### src/rv_pkg.sv
`default_nettype none

package rv_pkg;

    // Major opcode, instruction bits 6:2
    typedef enum logic [4:0] {
        LOAD     = 5'b00000,
        MISC_MEM = 5'b00011,
        OP_IMM   = 5'b00100,
        AUIPC    = 5'b00101,
        STORE    = 5'b01000,
        OP       = 5'b01100,
        LUI      = 5'b01101,
        BRANCH   = 5'b11000,
        JALR     = 5'b11001,
        JAL      = 5'b11011,
        SYSTEM   = 5'b11100
    } opcode_e;

    typedef enum logic [3:0] {
        ADD  = 4'd0,
        SUB  = 4'd1,
        SLL  = 4'd2,
        SLT  = 4'd3,
        SLTU = 4'd4,
        XOR  = 4'd5,
        SRL  = 4'd6,
        SRA  = 4'd7,
        OR   = 4'd8,
        AND  = 4'd9
    } alu_op_e;

    typedef enum logic [2:0] {
        CLS_ALU     = 3'd0,
        CLS_LUI     = 3'd1,
        CLS_AUIPC   = 3'd2,
        CLS_JAL     = 3'd3,
        CLS_JALR    = 3'd4,
        CLS_BRANCH  = 3'd5,
        CLS_ILLEGAL = 3'd6
    } inst_class_e;

    typedef enum logic [2:0] {
        ST_FETCH_ADDR = 3'd0,
        ST_FETCH_DATA = 3'd1,
        ST_EXECUTE    = 3'd2,
        ST_HALT       = 3'd3
    } core_state_e;

    typedef enum logic [1:0] {
        TRAP_NONE       = 2'd0,
        TRAP_ILLEGAL    = 2'd1,
        TRAP_MISALIGNED = 2'd2,
        TRAP_BUS        = 2'd3
    } trap_cause_e;

    localparam logic [1:0] AXI_RESP_OKAY = 2'b00;

endpackage

`default_nettype wire

### src/instr_decoder.sv
`timescale 1ns/100ps
`default_nettype none

module instr_decoder (
    input  wire logic [31:0]    inst,
    output logic [4:0]          rd,
    output logic [4:0]          rs1,
    output logic [4:0]          rs2,
    output logic [31:0]         imm,
    output rv_pkg::alu_op_e     alu_op,
    output rv_pkg::inst_class_e inst_class,
    output logic [2:0]          branch_func
);
    import rv_pkg::*;

    opcode_e     opcode;
    logic [2:0]  funct3;
    logic [6:0]  funct7;
    logic [31:0] imm_i;
    logic [31:0] imm_u;
    logic [31:0] imm_j;
    logic [31:0] imm_b;

    // funct3 to ALU operation, alt selects SUB or SRA
    function automatic alu_op_e alu_dec(input logic [2:0] f3, input logic alt);
        alu_op_e op;
        case (f3)
            3'b000:  op = alt ? SUB : ADD;
            3'b001:  op = SLL;
            3'b010:  op = SLT;
            3'b011:  op = SLTU;
            3'b100:  op = XOR;
            3'b101:  op = alt ? SRA : SRL;
            3'b110:  op = OR;
            default: op = AND;
        endcase
        return op;
    endfunction

    assign opcode = opcode_e'(inst[6:2]);
    assign funct3 = inst[14:12];
    assign funct7 = inst[31:25];

    assign imm_i = {{20{inst[31]}}, inst[31:20]};
    assign imm_u = {inst[31:12], 12'b0};
    assign imm_j = {{12{inst[31]}}, inst[19:12], inst[20], inst[30:21], 1'b0};
    assign imm_b = {{20{inst[31]}}, inst[7], inst[30:25], inst[11:8], 1'b0};

    assign rd          = inst[11:7];
    assign rs1         = inst[19:15];
    assign rs2         = inst[24:20];
    assign branch_func = funct3;

    always_comb begin
        imm        = imm_i;
        alu_op     = ADD;
        inst_class = CLS_ILLEGAL;
        case (opcode)
            OP: begin
                // Only bit 30 may be set, and only for SUB and SRA
                if (funct7 == 7'b0000000 ||
                    (funct7 == 7'b0100000 && (funct3 == 3'b000 || funct3 == 3'b101))) begin
                    inst_class = CLS_ALU;
                    alu_op     = alu_dec(funct3, inst[30]);
                end
            end
            OP_IMM: begin
                alu_op = alu_dec(funct3, funct3 == 3'b101 && inst[30]);
                if (funct3 == 3'b001) begin
                    if (funct7 == 7'b0000000)
                        inst_class = CLS_ALU;
                end else if (funct3 == 3'b101) begin
                    if (funct7 == 7'b0000000 || funct7 == 7'b0100000)
                        inst_class = CLS_ALU;
                end else begin
                    inst_class = CLS_ALU;
                end
            end
            LUI: begin
                imm        = imm_u;
                inst_class = CLS_LUI;
            end
            AUIPC: begin
                imm        = imm_u;
                inst_class = CLS_AUIPC;
            end
            JAL: begin
                imm        = imm_j;
                inst_class = CLS_JAL;
            end
            JALR: begin
                if (funct3 == 3'b000)
                    inst_class = CLS_JALR;
            end
            BRANCH: begin
                imm = imm_b;
                if (funct3 != 3'b010 && funct3 != 3'b011)
                    inst_class = CLS_BRANCH;
            end
            LOAD, STORE, SYSTEM, MISC_MEM: inst_class = CLS_ILLEGAL; // Not in this core
            default: inst_class = CLS_ILLEGAL;
        endcase
        if (inst[1:0] != 2'b11)
            inst_class = CLS_ILLEGAL; // Compressed or reserved encoding
    end

endmodule

`default_nettype wire

### src/alu.sv
`timescale 1ns/100ps
`default_nettype none

module alu (
    input  wire logic [31:0]     a,
    input  wire logic [31:0]     b,
    input  wire rv_pkg::alu_op_e alu_op,
    input  wire logic [2:0]      branch_func,
    output logic [31:0]          result,
    output logic                 branch_taken
);
    import rv_pkg::*;

    logic [4:0] shamt;
    logic       lt_s;
    logic       lt_u;
    logic       eq;

    assign shamt = b[4:0];
    assign lt_s  = $signed(a) < $signed(b);
    assign lt_u  = a < b;
    assign eq    = a == b;

    always_comb begin
        case (alu_op)
            ADD:     result = a + b;
            SUB:     result = a - b;
            SLL:     result = a << shamt;
            SLT:     result = {31'b0, lt_s};
            SLTU:    result = {31'b0, lt_u};
            XOR:     result = a ^ b;
            SRL:     result = a >> shamt;
            SRA:     result = $unsigned($signed(a) >>> shamt);
            OR:      result = a | b;
            AND:     result = a & b;
            default: result = 32'b0;
        endcase
    end

    // Branch compare on funct3
    always_comb begin
        case (branch_func)
            3'b000:  branch_taken = eq;    // BEQ
            3'b001:  branch_taken = !eq;   // BNE
            3'b100:  branch_taken = lt_s;  // BLT
            3'b101:  branch_taken = !lt_s; // BGE
            3'b110:  branch_taken = lt_u;  // BLTU
            3'b111:  branch_taken = !lt_u; // BGEU
            default: branch_taken = 1'b0;
        endcase
    end

endmodule

`default_nettype wire

### src/reg_file.sv
`timescale 1ns/100ps
`default_nettype none

module reg_file (
    input  wire logic        clk,
    input  wire logic        rst_n,
    input  wire logic [4:0]  rs1,
    input  wire logic [4:0]  rs2,
    output logic [31:0]      rs1_data,
    output logic [31:0]      rs2_data,
    input  wire logic        we,
    input  wire logic [4:0]  rd,
    input  wire logic [31:0] wdata
);

    logic [31:0] regs [32];

    always_ff @(posedge clk or negedge rst_n) begin
        if (!rst_n) begin
            for (int i = 0; i < 32; i++)
                regs[i] <= 32'b0;
        end else if (we && rd != 5'd0) begin
            regs[rd] <= wdata; // x0 never written
        end
    end

    assign rs1_data = regs[rs1];
    assign rs2_data = regs[rs2];

    x0_reads_zero: assert property (
        @(posedge clk) disable iff (!rst_n)
        (rs1 == 5'd0 |-> rs1_data == 32'b0) and (rs2 == 5'd0 |-> rs2_data == 32'b0)
    );

endmodule

`default_nettype wire

### src/pc_unit.sv
`timescale 1ns/100ps
`default_nettype none

module pc_unit #(
    parameter logic [31:0] reset_pc = 32'h0000_0000
) (
    input  wire logic                 clk,
    input  wire logic                 rst_n,
    input  wire logic                 pc_update,
    input  wire rv_pkg::inst_class_e  inst_class,
    input  wire logic                 branch_taken,
    input  wire logic [31:0]          imm,
    input  wire logic [31:0]          rs1_data,
    output logic [31:0]               pc,
    output logic [31:0]               link,
    output logic                      misaligned
);
    import rv_pkg::*;

    logic [31:0] target;
    logic        take;
    logic [31:0] next_pc;

    assign link   = pc + 32'd4;
    assign target = (inst_class == CLS_JALR) ? ((rs1_data + imm) & ~32'd1) : pc + imm;
    assign take   = (inst_class == CLS_JAL) || (inst_class == CLS_JALR) ||
                    (inst_class == CLS_BRANCH && branch_taken);

    assign next_pc    = take ? target : link;
    assign misaligned = take && target[1]; // Bit 0 is never set here

    always_ff @(posedge clk or negedge rst_n) begin
        if (!rst_n)
            pc <= reset_pc;
        else if (pc_update)
            pc <= next_pc;
    end

    // Holds only while the controller blocks misaligned updates
    pc_word_aligned: assert property (
        @(posedge clk) disable iff (!rst_n) pc[1:0] == 2'b00
    );

endmodule

`default_nettype wire

### src/core_ctrl.sv
`timescale 1ns/100ps
`default_nettype none

module core_ctrl (
    input  wire logic                clk,
    input  wire logic                rst_n,
    output logic                     arvalid,
    input  wire logic                arready,
    input  wire logic                rvalid,
    output logic                     rready,
    input  wire logic [31:0]         rdata,
    input  wire logic [1:0]          rresp,
    output logic [31:0]              inst,
    input  wire rv_pkg::inst_class_e inst_class,
    input  wire logic [4:0]          rd,
    input  wire logic [31:0]         wdata,
    input  wire logic                misaligned,
    input  wire logic [31:0]         pc,
    output logic                     pc_update,
    output logic                     reg_we,
    output logic                     retire_valid,
    output logic [31:0]              retire_pc,
    output logic [4:0]               retire_rd,
    output logic [31:0]              retire_wdata,
    output logic                     halted,
    output rv_pkg::trap_cause_e      trap_cause,
    output logic [31:0]              trap_pc
);
    import rv_pkg::*;

    core_state_e state;
    logic        writes_rd;
    logic        commit;

    assign writes_rd = inst_class inside {CLS_ALU, CLS_LUI, CLS_AUIPC, CLS_JAL, CLS_JALR};
    assign commit    = (state == ST_EXECUTE) && (inst_class != CLS_ILLEGAL) && !misaligned;
    assign pc_update = commit;
    assign reg_we    = commit && writes_rd;
    assign rready    = (state == ST_FETCH_DATA);
    assign halted    = (state == ST_HALT);

    always_ff @(posedge clk or negedge rst_n) begin
        if (!rst_n) begin
            state        <= ST_FETCH_ADDR;
            arvalid      <= 1'b0;
            retire_valid <= 1'b0;
            trap_cause   <= TRAP_NONE;
            trap_pc      <= 32'b0;
        end else begin
            retire_valid <= 1'b0;
            case (state)
                ST_FETCH_ADDR: begin
                    if (arvalid && arready) begin
                        arvalid <= 1'b0;
                        state   <= ST_FETCH_DATA;
                    end else begin
                        arvalid <= 1'b1; // First request after reset
                    end
                end
                ST_FETCH_DATA: begin
                    if (rvalid) begin
                        if (rresp != AXI_RESP_OKAY) begin
                            trap_cause <= TRAP_BUS;
                            trap_pc    <= pc;
                            state      <= ST_HALT;
                        end else begin
                            state <= ST_EXECUTE;
                        end
                    end
                end
                ST_EXECUTE: begin
                    if (inst_class == CLS_ILLEGAL) begin
                        trap_cause <= TRAP_ILLEGAL;
                        trap_pc    <= pc;
                        state      <= ST_HALT;
                    end else if (misaligned) begin
                        trap_cause <= TRAP_MISALIGNED;
                        trap_pc    <= pc; // pc not yet updated
                        state      <= ST_HALT;
                    end else begin
                        retire_valid <= 1'b1;
                        arvalid      <= 1'b1; // Next fetch overlaps retire
                        state        <= ST_FETCH_ADDR;
                    end
                end
                ST_HALT: state <= ST_HALT;
                default: state <= ST_HALT;
            endcase
        end
    end

    always_ff @(posedge clk) begin
        if (rready && rvalid)
            inst <= rdata;
    end

    // Commit trace payload
    always_ff @(posedge clk) begin
        if (commit) begin
            retire_pc    <= pc;
            retire_rd    <= writes_rd ? rd : 5'd0;
            retire_wdata <= (writes_rd && rd != 5'd0) ? wdata : 32'b0;
        end
    end

    ar_held_until_ready: assert property (
        @(posedge clk) disable iff (!rst_n)
        arvalid && !arready |=> arvalid && $stable(pc)
    );

    rready_in_data_phase: assert property (
        @(posedge clk) disable iff (!rst_n)
        rready |-> state == ST_FETCH_DATA && !arvalid
    );

    // An update leaves execute and retires while the next fetch starts
    updates_in_execute: assert property (
        @(posedge clk) disable iff (!rst_n)
        (pc_update || reg_we) |=> retire_valid && state == ST_FETCH_ADDR && arvalid
    );

endmodule

`default_nettype wire

### src/rv_exec_top.sv
`timescale 1ns/100ps
`default_nettype none

module rv_exec_top #(
    parameter logic [31:0] reset_pc = 32'h0000_0000
) (
    input  wire logic           clk,
    input  wire logic           rst_n,
    output logic                arvalid,
    input  wire logic           arready,
    output logic [31:0]         araddr,
    output logic [2:0]          arprot,
    input  wire logic           rvalid,
    output logic                rready,
    input  wire logic [31:0]    rdata,
    input  wire logic [1:0]     rresp,
    output logic                retire_valid,
    output logic [31:0]         retire_pc,
    output logic [4:0]          retire_rd,
    output logic [31:0]         retire_wdata,
    output logic                halted,
    output rv_pkg::trap_cause_e trap_cause,
    output logic [31:0]         trap_pc
);
    import rv_pkg::*;

    logic [31:0] inst;
    logic [4:0]  rd;
    logic [4:0]  rs1;
    logic [4:0]  rs2;
    logic [31:0] imm;
    alu_op_e     alu_op;
    inst_class_e inst_class;
    logic [2:0]  branch_func;
    logic [31:0] rs1_data;
    logic [31:0] rs2_data;
    logic [31:0] op_b;
    logic [31:0] alu_result;
    logic        branch_taken;
    logic [31:0] pc;
    logic [31:0] link;
    logic        misaligned;
    logic        pc_update;
    logic        reg_we;
    logic [31:0] wdata;

    assign araddr = pc;
    assign arprot = 3'b100; // Instruction, secure, unprivileged

    // Register operand for OP and branches, immediate otherwise
    assign op_b = (inst_class == CLS_BRANCH ||
                   (inst_class == CLS_ALU && opcode_e'(inst[6:2]) == OP)) ? rs2_data : imm;

    always_comb begin
        case (inst_class)
            CLS_LUI:            wdata = imm;
            CLS_AUIPC:          wdata = pc + imm;
            CLS_JAL, CLS_JALR:  wdata = link;
            default:            wdata = alu_result;
        endcase
    end

    core_ctrl core_ctrl_inst (
        .clk          (clk),
        .rst_n        (rst_n),
        .arvalid      (arvalid),
        .arready      (arready),
        .rvalid       (rvalid),
        .rready       (rready),
        .rdata        (rdata),
        .rresp        (rresp),
        .inst         (inst),
        .inst_class   (inst_class),
        .rd           (rd),
        .wdata        (wdata),
        .misaligned   (misaligned),
        .pc           (pc),
        .pc_update    (pc_update),
        .reg_we       (reg_we),
        .retire_valid (retire_valid),
        .retire_pc    (retire_pc),
        .retire_rd    (retire_rd),
        .retire_wdata (retire_wdata),
        .halted       (halted),
        .trap_cause   (trap_cause),
        .trap_pc      (trap_pc)
    );

    pc_unit #(
        .reset_pc (reset_pc)
    ) pc_unit_inst (
        .clk          (clk),
        .rst_n        (rst_n),
        .pc_update    (pc_update),
        .inst_class   (inst_class),
        .branch_taken (branch_taken),
        .imm          (imm),
        .rs1_data     (rs1_data),
        .pc           (pc),
        .link         (link),
        .misaligned   (misaligned)
    );

    instr_decoder instr_decoder_inst (
        .inst        (inst),
        .rd          (rd),
        .rs1         (rs1),
        .rs2         (rs2),
        .imm         (imm),
        .alu_op      (alu_op),
        .inst_class  (inst_class),
        .branch_func (branch_func)
    );

    reg_file reg_file_inst (
        .clk      (clk),
        .rst_n    (rst_n),
        .rs1      (rs1),
        .rs2      (rs2),
        .rs1_data (rs1_data),
        .rs2_data (rs2_data),
        .we       (reg_we),
        .rd       (rd),
        .wdata    (wdata)
    );

    alu alu_inst (
        .a            (rs1_data),
        .b            (op_b),
        .alu_op       (alu_op),
        .branch_func  (branch_func),
        .result       (alu_result),
        .branch_taken (branch_taken)
    );

endmodule

`default_nettype wire

### config.mk
export PLATFORM = sky130hd
export DESIGN_NAME = rv_exec_top
export DESIGN_NICKNAME = d
export VERILOG_FILES = /design/src/rv_pkg.sv /design/src/instr_decoder.sv /design/src/alu.sv /design/src/reg_file.sv /design/src/pc_unit.sv /design/src/core_ctrl.sv /design/src/rv_exec_top.sv
export SDC_FILE = /design/constraint.sdc
export NUM_CORES = 2
export LEC_CHECK = 0
export BUFFER_PORTS_ARGS = -buffer_cell sky130_fd_sc_hd__buf_2
export CAP_MARGIN = 20
export CORE_ASPECT_RATIO = 1.2
export CORE_MARGIN = 2
export CORE_UTILIZATION = 64
export DETAILED_ROUTE_END_ITERATION = 16
export PLACE_DENSITY = 0.84
export SKIP_CTS_REPAIR_TIMING = 1
export SYNTH_ARGS = -nofsm -noshare
export SYNTH_HDL_FRONTEND = slang
export SYNTH_SLANG_ARGS = --single-unit
export TNS_END_PERCENT = 10
### constraint.sdc
create_clock -name clk -period 9.8 [get_ports clk]
set_input_delay 0.98 -clock clk [delete_from_list [all_inputs] [get_ports clk]]
set_output_delay 0.98 -clock clk [all_outputs]
set_load 0.1 [all_outputs]
Word-level counts from Yosys, hierarchy flattened
Index checks and enable logic that the tools add are counted.

storage, ports and cells
  register bits after elaboration = 1196
  bits of input ports = 38
  output and inout bits = 142
  word-level logic and storage cells = 201

cells by class
  add/sub/neg operators = 5
  order comparisons = 6
  equality and inequality tests = 44
  shift-type cells = 3
  multiplexer cells = 56
  bitwise gates (word level) = 6
  reduce and logical (&&, ||, !) cells = 39

operator list
  kind                                                             number
  1024-bit bitwise mux                                             1
  32-bit two-way mux                                               12
  32-bit binary-select mux with 5-bit select                       2
  32-bit case mux with 10 select lines                             1
  32-bit demux with 5-bit select                                   1
  32-bit adder                                                     3
  32-bit case mux with 3 select lines                              1
  31-bit case mux with 3 select lines                              1
  32-bit < comparator                                              2
  32-bit case mux with 2 select lines                              1
  4-bit case mux with 7 select lines                               2
  32-bit by 3-bit adder with 32-bit output, second input constant  1
  32-bit AND                                                       1
  32-bit == test                                                   1
  32-bit bitwise OR                                                1
  32-bit by 5-bit left shift with 32-bit output                    1
  32-bit by 5-bit right shift with 32-bit output                   1
  32-bit by 5-bit >>> shifter with 32-bit output                   1
  32-bit subtractor                                                1
  32-bit XOR                                                       1
  3-bit two-way mux                                                9
  3-bit == test, second input constant                             7
  3-bit case mux with 7 select lines                               1
  3-bit by 2-bit == test with 1-bit output, second input constant  6
  other kinds (36)                                                 100

Depth between registers and ports, before layout
  depth in word-level cells = 21
  gate-level depth with buffers = 29

Modules after synthesis
Synthesis repeated with hierarchy kept, for this count alone.

second synthesis, totals
  cell total of the unflattened synthesis = 7643
  area, all modules = 80110.6 µm²

modules (own cells, without submodules)
  module         times used  cells each  area each (µm²)  seq. area each (µm²)
  reg_file       1           4601        55937.4          25624.6
  alu            1           1243        8360.5           0.0
  pc_unit        1           766         5726.7           800.8
  core_ctrl      1           372         5527.8           3983.8
  rv_exec_top    1           534         3752.3           0.0
  instr_decoder  1           127         805.8            0.0

Least setup slack after synthesis
OpenSTA, ideal clock, no wires.

  path type = reg-to-reg
  start point = register core_ctrl_inst.inst[20]
  end point = register core_ctrl_inst.retire_pc[0] (enable)
  arrival time = 7257 ps
  required time = 9401 ps
  slack = 2145 ps
  stages on the path, launching flop included = 26
  period minus slack after synthesis = 7655 ps
  cell sequence = edfxtp_1 > buf_2 > buf_4 > buf_2 > clkbuf_1 > clkbuf_1 > buf_1 > mux4_2 > mux4_2 > mux2i_1 > mux2i_1 > ha_1 > clkbuf_1 > nor4_1 > and4_1 > nand3_1 > nor2_1 > xnor2_1 > o21ai_0 > nor3_1 > a211oi_2 > a32oi_2 > inv_2 > buf_6 > buf_2 > buf_2

on the way
  cells in the longest elaborated chain, start to end = 13
  elaborated cells between the ends (all ways) = 21
  those cells by class = add/sub: 2; order compare: 2; eq/ne: 1; mux: 7; bitwise: 1; reduce/logical: 8

ends and longest elaborated chain
  what                                                    line                             text
  start: declaration                                      core_ctrl.sv:13                  output logic [31:0] inst,
  start signal: assignment                                core_ctrl.sv:94                  inst <= rdata;
  5-bit inverter with 6-bit output (implied by the code)  reg_file.sv:28                   assign rs2_data = regs[rs2];
  32-bit binary-select mux with 5-bit select              reg_file.sv:28
  32-bit two-way mux (implied by the code) (2 in series)  reg_file.sv:28
  32-bit two-way mux                                      rv_exec_top.sv:52                (inst_class == CLS_ALU && opcode_e'(inst[6:2]) == OP)) ? rs2_data : imm;
  32-bit < comparator, or another cell as far along       alu.sv:21                        assign lt_u = a < b;
  1-bit zero test (on tied branches)                      alu.sv:48, alu.sv:44, alu.sv:46
  1-bit case mux with 6 select lines                      alu.sv:42                        case (branch_func)
  1-bit logical AND                                       pc_unit.sv:27                    (inst_class == CLS_BRANCH && branch_taken);
  1-bit logical OR                                        pc_unit.sv:26                    assign take = (inst_class == CLS_JAL) || (inst_class == CLS_JALR) ||
  1-bit logical AND *                                     pc_unit.sv:30                    assign misaligned = take && target[1];
  1-bit zero test *                                       core_ctrl.sv:36                  assign commit = (state == ST_EXECUTE) && (inst_class != CLS_ILLEGAL) && !misaligned;
  1-bit logical AND *                                     core_ctrl.sv:36
  via core_ctrl_inst.pc_update                            core_ctrl.sv:19                  output logic pc_update,
  end signal: assignment                                  core_ctrl.sv:100                 retire_pc <= pc;
  end: declaration                                        core_ctrl.sv:22                  output logic [31:0] retire_pc,

Mark *: on every way through the listed nets, which the timed path passes. The rest lies on a longest branch. The select of a mux whose other input is x is not followed.
A chain may end at the register's enable or synchronous reset.

Worst setup path after layout
  start point = register core_ctrl_inst.inst[21]
  end point = register reg_file_inst.regs[533] (netlist bit)

on the way
  cells in the longest elaborated chain, start to end = 15
  elaborated cells between the ends (all ways) = 34
  those cells by class = add/sub: 4; order compare: 2; eq/ne: 1; shift: 3; mux: 10; bitwise: 4; reduce/logical: 10

ends and longest elaborated chain
  what                                                    line                             text
  5-bit inverter with 6-bit output (implied by the code)  reg_file.sv:28
  32-bit binary-select mux with 5-bit select              reg_file.sv:28
  32-bit two-way mux (implied by the code) (2 in series)  reg_file.sv:28
  32-bit two-way mux                                      rv_exec_top.sv:52
  32-bit < comparator, or another cell as far along       alu.sv:21
  1-bit zero test (on tied branches)                      alu.sv:48, alu.sv:44, alu.sv:46
  1-bit case mux with 6 select lines                      alu.sv:42
  1-bit logical AND                                       pc_unit.sv:27
  1-bit logical OR                                        pc_unit.sv:26
  1-bit logical AND                                       pc_unit.sv:30
  1-bit zero test                                         core_ctrl.sv:36
  1-bit logical AND                                       core_ctrl.sv:36
  1-bit logical AND                                       core_ctrl.sv:38                  assign reg_we = commit && writes_rd;
  1-bit logical AND                                       reg_file.sv:22                   end else if (we && rd != 5'd0) begin
  end signal: indexed assignment                          reg_file.sv:23                   regs[rd] <= wdata;
  end: declaration                                        reg_file.sv:16                   logic [31:0] regs [32];

Parallel ways exist; a longest one is shown, timed or not. The select of a mux whose other input is x is not followed.

==> flow_summary_export.csv <==
group,metric,value,unit
cts,tritoncts_clock_tree,"yes",
critical_path,timing.critical_path.to_type,"flip-flop",
flow_run,drv.max_cap_violation_count,0,
timing,report.final.setup_viol,0,
synth,synthesis.yosys.warnings,0,
cts,root_buffer,"clkbuf_16",
synth,synth-main-ff-cell,"dfrtp_1",
synth,sequential_share_of_the_synthesized_area,41.5,%
grt,grt_usage,52.9,%
pwr,power_density,124,mW/mm²
timing,final-max-slew-violation-count,0,
floorplan,die-width,313,µm
route,ant_nets,0,
worst_hold_path,min-delay-path-class,"in -> async",
cts,clock_tree.buffer_depth,3,
synth,synth.most_common_cell,"nand2_1",
route,first_iter_violations,12100,
critical_path,critPathSlowestCell,"edfxtp_1",
cts,clock_latency,820,ps
floorplan,area_of_the_die,0.117,mm²
cts,clkTransAtPathRegs,70,ps
cells_and_area,areaGrowthSynthToFinish,10.9,%
critical_path,worstPathCellList,"buf_12 -> mux4_2 -> mux4_2 -> mux2i_1 -> nand2_1 -> a21boi_0 -> ha_1 -> nor4_1 -> and4_1 -> nand3_1 -> nor2_1 -> xnor2_1 -> o21ai_0 -> nor3_1 -> a211oi_2 -> a32oi_4 -> inv_8 -> buf_12 -> nand4_4 -> buf_4 -> nand2_1 -> o21ai_0",
critical_path,cp-start-kind,"flip-flop",
critical_path,worstPathArrival,10390,ps
route,drc,0,
synth,mapped_cells,7220,
grt,grt_pass1_vias,67600,
placement,place.gp.congestion,1.11,
critical_path,crit_reg_reg_endpoint,"reg_file_inst.regs[533]",
critical_path,cp_data_required_time,10460,ps
pwr,maximum_resistive_drop_on_vdd,0.200,mV
synth,synth_cell_type_count,111,
timing,worst_clock_skew,45.9,ps
timing,finalHoldViolCount,0,
floorplan,die-height,375,µm
placement,placed_cell_area,0.0769,mm²
timing,setup_total_negative_slack,0,ps
grt,residual_overflow_from_global_routing,0,
floorplan,core_area,0.113,mm²
timing,worst_slew_pin_slew,1290,ps
cells_and_area,drive_above_1_share,20.7,%
timing,final_period_minus_worst_setup_slack,9730,ps
route,vias_per_cell,7.76,
placement,dp_hpwl,204000,µm
route,totalWireLength,310000,µm
timing,slew_headroom,14.0,%
synth,yosys.area.top_type,"dfrtp_1",
synth,synth_async_sr_flop_share,91.5,%
synth,multiplexer_fraction_of_the_synthesized_cell_area,20.5,%
critical_path,timing.critical_path.slowest_cell_delay,1130,ps
grt,grt_max_degree,188,
synth,post_synth_instance_area,0.0732,mm²
synth,synth_top_family_by_area,"multiplexers",
floorplan,std_cell_rows,135,
synth,post_synth_most_frequent_cells,"nand2_1 (1142), dfrtp_1 (1094), o21ai_0 (964), mux4_2 (566), clkbuf_1 (478)",
cells_and_area,fillers,7451,
placement,placement.io_buffers,176,
timing,rsz_0062_raised_after_global_routing,"false",
synth,post_synth_xor_area_fraction,1.26,%
timing,fin_crit_sh,99.3,%
cts,cts_max_level,3,
synth,synth.avg_cell_area,10.1,µm²
floorplan,top_level_ports,180,
outcome,status,"completed",
grt,grt_antenna_before_repair,9,
synth,flop_and_latch_count_out_of_synthesis,1195,
synth,post_synth_main_area_contributors,"dfrtp_1 (37%), mux4_2 (17%), o21ai_0 (6.6%), nand2_1 (5.9%), edfxtp_1 (4.1%)",
pwr,leakage,34.4,nW
cells_and_area,num-nets-final,7349,
critical_path,startpoint_of_the_worst_register_to_register_path,"core_ctrl_inst.inst[21]",
critical_path,ff2ff_path_depth,22,
critical_path,worstSetupPathType,"reg -> reg",
route,detail_route.wl_per_cell,35.4,µm
floorplan,floorplan.initialDensity,64.7,%
cells_and_area,post-route-cell-area,0.0812,mm²
synth,edff_count_synth,101,
route,drtPass1Iterations,10,
critical_path,worst-r2r-setup-slack,70,ps
timing,max_freq,103,MHz
grt,grt_first_pass_wirelength,451000,µm
route,routed-via-count,68000,
cts,numClockSinks,1195,
critical_path,cp_max_fo,64,
synth,synth_simple_gate_area_share,12.6,%
synth,synth_compound_gate_area_share,16.6,%
synth,synthDominantCellAreaShare,37.4,%
synth,synth-adder-area-share,2.82,%
cts,numCtsBuffers,114,
[per-stage QoR]
step                      hold slack (ps)  instances  total power, W  setup WS [ps]  utilization [%]
final                                 171       8759          0.0101           67.9             71.8
after global routing                  226       8753          0.0103            138             71.7
after CTS                             224       8743          0.0101            753             71.6
after detailed placement              386       8529         0.00525            784             68.0
after global placement                382       8525         0.00524            697             67.9
after floorplan                       441       7221         0.00513           2140                -
[worst max-delay path by stage]
stage | cells after the start | end | from
floorplan | 25 | core_ctrl_inst.retire_pc[0] | core_ctrl_inst.inst[20]
global placement | 21 | pc_unit_inst.pc[8] | core_ctrl_inst.inst[20]
detailed placement | 22 | reg_file_inst.regs[516] | core_ctrl_inst.inst[20]
CTS | 22 | reg_file_inst.regs[533] | core_ctrl_inst.inst[20]
global route | 21 | pc_unit_inst.pc[8] | core_ctrl_inst.inst[21]
finish | 22 | reg_file_inst.regs[533] | core_ctrl_inst.inst[21]
[critical path: cells and delay by family (launching register included)]
family / cells / cell delay, ps
xor+xnor: 1 / 120
mux: 3 / 1600
simple gates: 8 / 3090
fa+ha+maj: 1 / 640
flops: 1 / 1130
compound gates: 5 / 1470
buf+inv: 4 / 1370
[registers in the layout, indices dropped and copies added, names as in the netlist, 5 cells and up]
register                     count
core_ctrl_inst.inst             32
core_ctrl_inst.retire_pc        32
core_ctrl_inst.retire_rd         5
core_ctrl_inst.retire_wdata     32
core_ctrl_inst.trap_pc          32
pc_unit_inst.pc                 32
reg_file_inst.regs            1024
[cell usage in the layout (no fill, tap or decap), types with 99 or more instances in the layout]
cell and n:
nor3_1 173, dfrtp_1 1094, a21oi_1 372, nand3_1 99
buf_2 176, clkbuf_16 118, ha_1 160, mux2i_1 140
inv_1 154, edfxtp_1 101, nor2_1 333, mux4_2 566
o21ai_0 959, nand2_1 1141, buf_4 241
[layout make-up]
type,count,area [µm²],share of cell area [%]
Multi-Input combinational cell,5192,40100,49.4
Sequential cell,1195,30400,37.4
Timing Repair Buffer,484,3990,4.92
Clock buffer,155,3290,4.05
Tap cell,1507,1890,2.32
Clock inverter,59,857,1.06
Inverter,161,612,0.753
Antenna cell,6,15.0,0.0185
[per-layer routing]
metal,global-route usage (%),share of wire (%),up-vias
li1,-,-,26500
met1,63.7,32,32800
met2,75.9,43,6637
met3,20.9,15,2057
met4,42.1,10,10
met5,0.413,0.021,-
[logic make-up (layout without fill, tap and decap cells)]
kind of cell               after synthesis  after routing
AOI/OAI and AO/OA                     2047           2047
xor gates and xnor gates               105            105
DFF                                   1195           1195
other                                    2              9
buffers and inverters                  834            859
muxes                                  780            780
and+or+nand+nor                       2094           2094
adders and majority gates              163            163
[power breakdown]
part	internal, W	switching [W]	leakage (nW)
registers	0.00499	0.00000512	16.1
clock network	0.00286	0.00210	2.03
logic	0.0000179	0.000138	16.3
No activity file was read; power rests on OpenSTA's default activity.
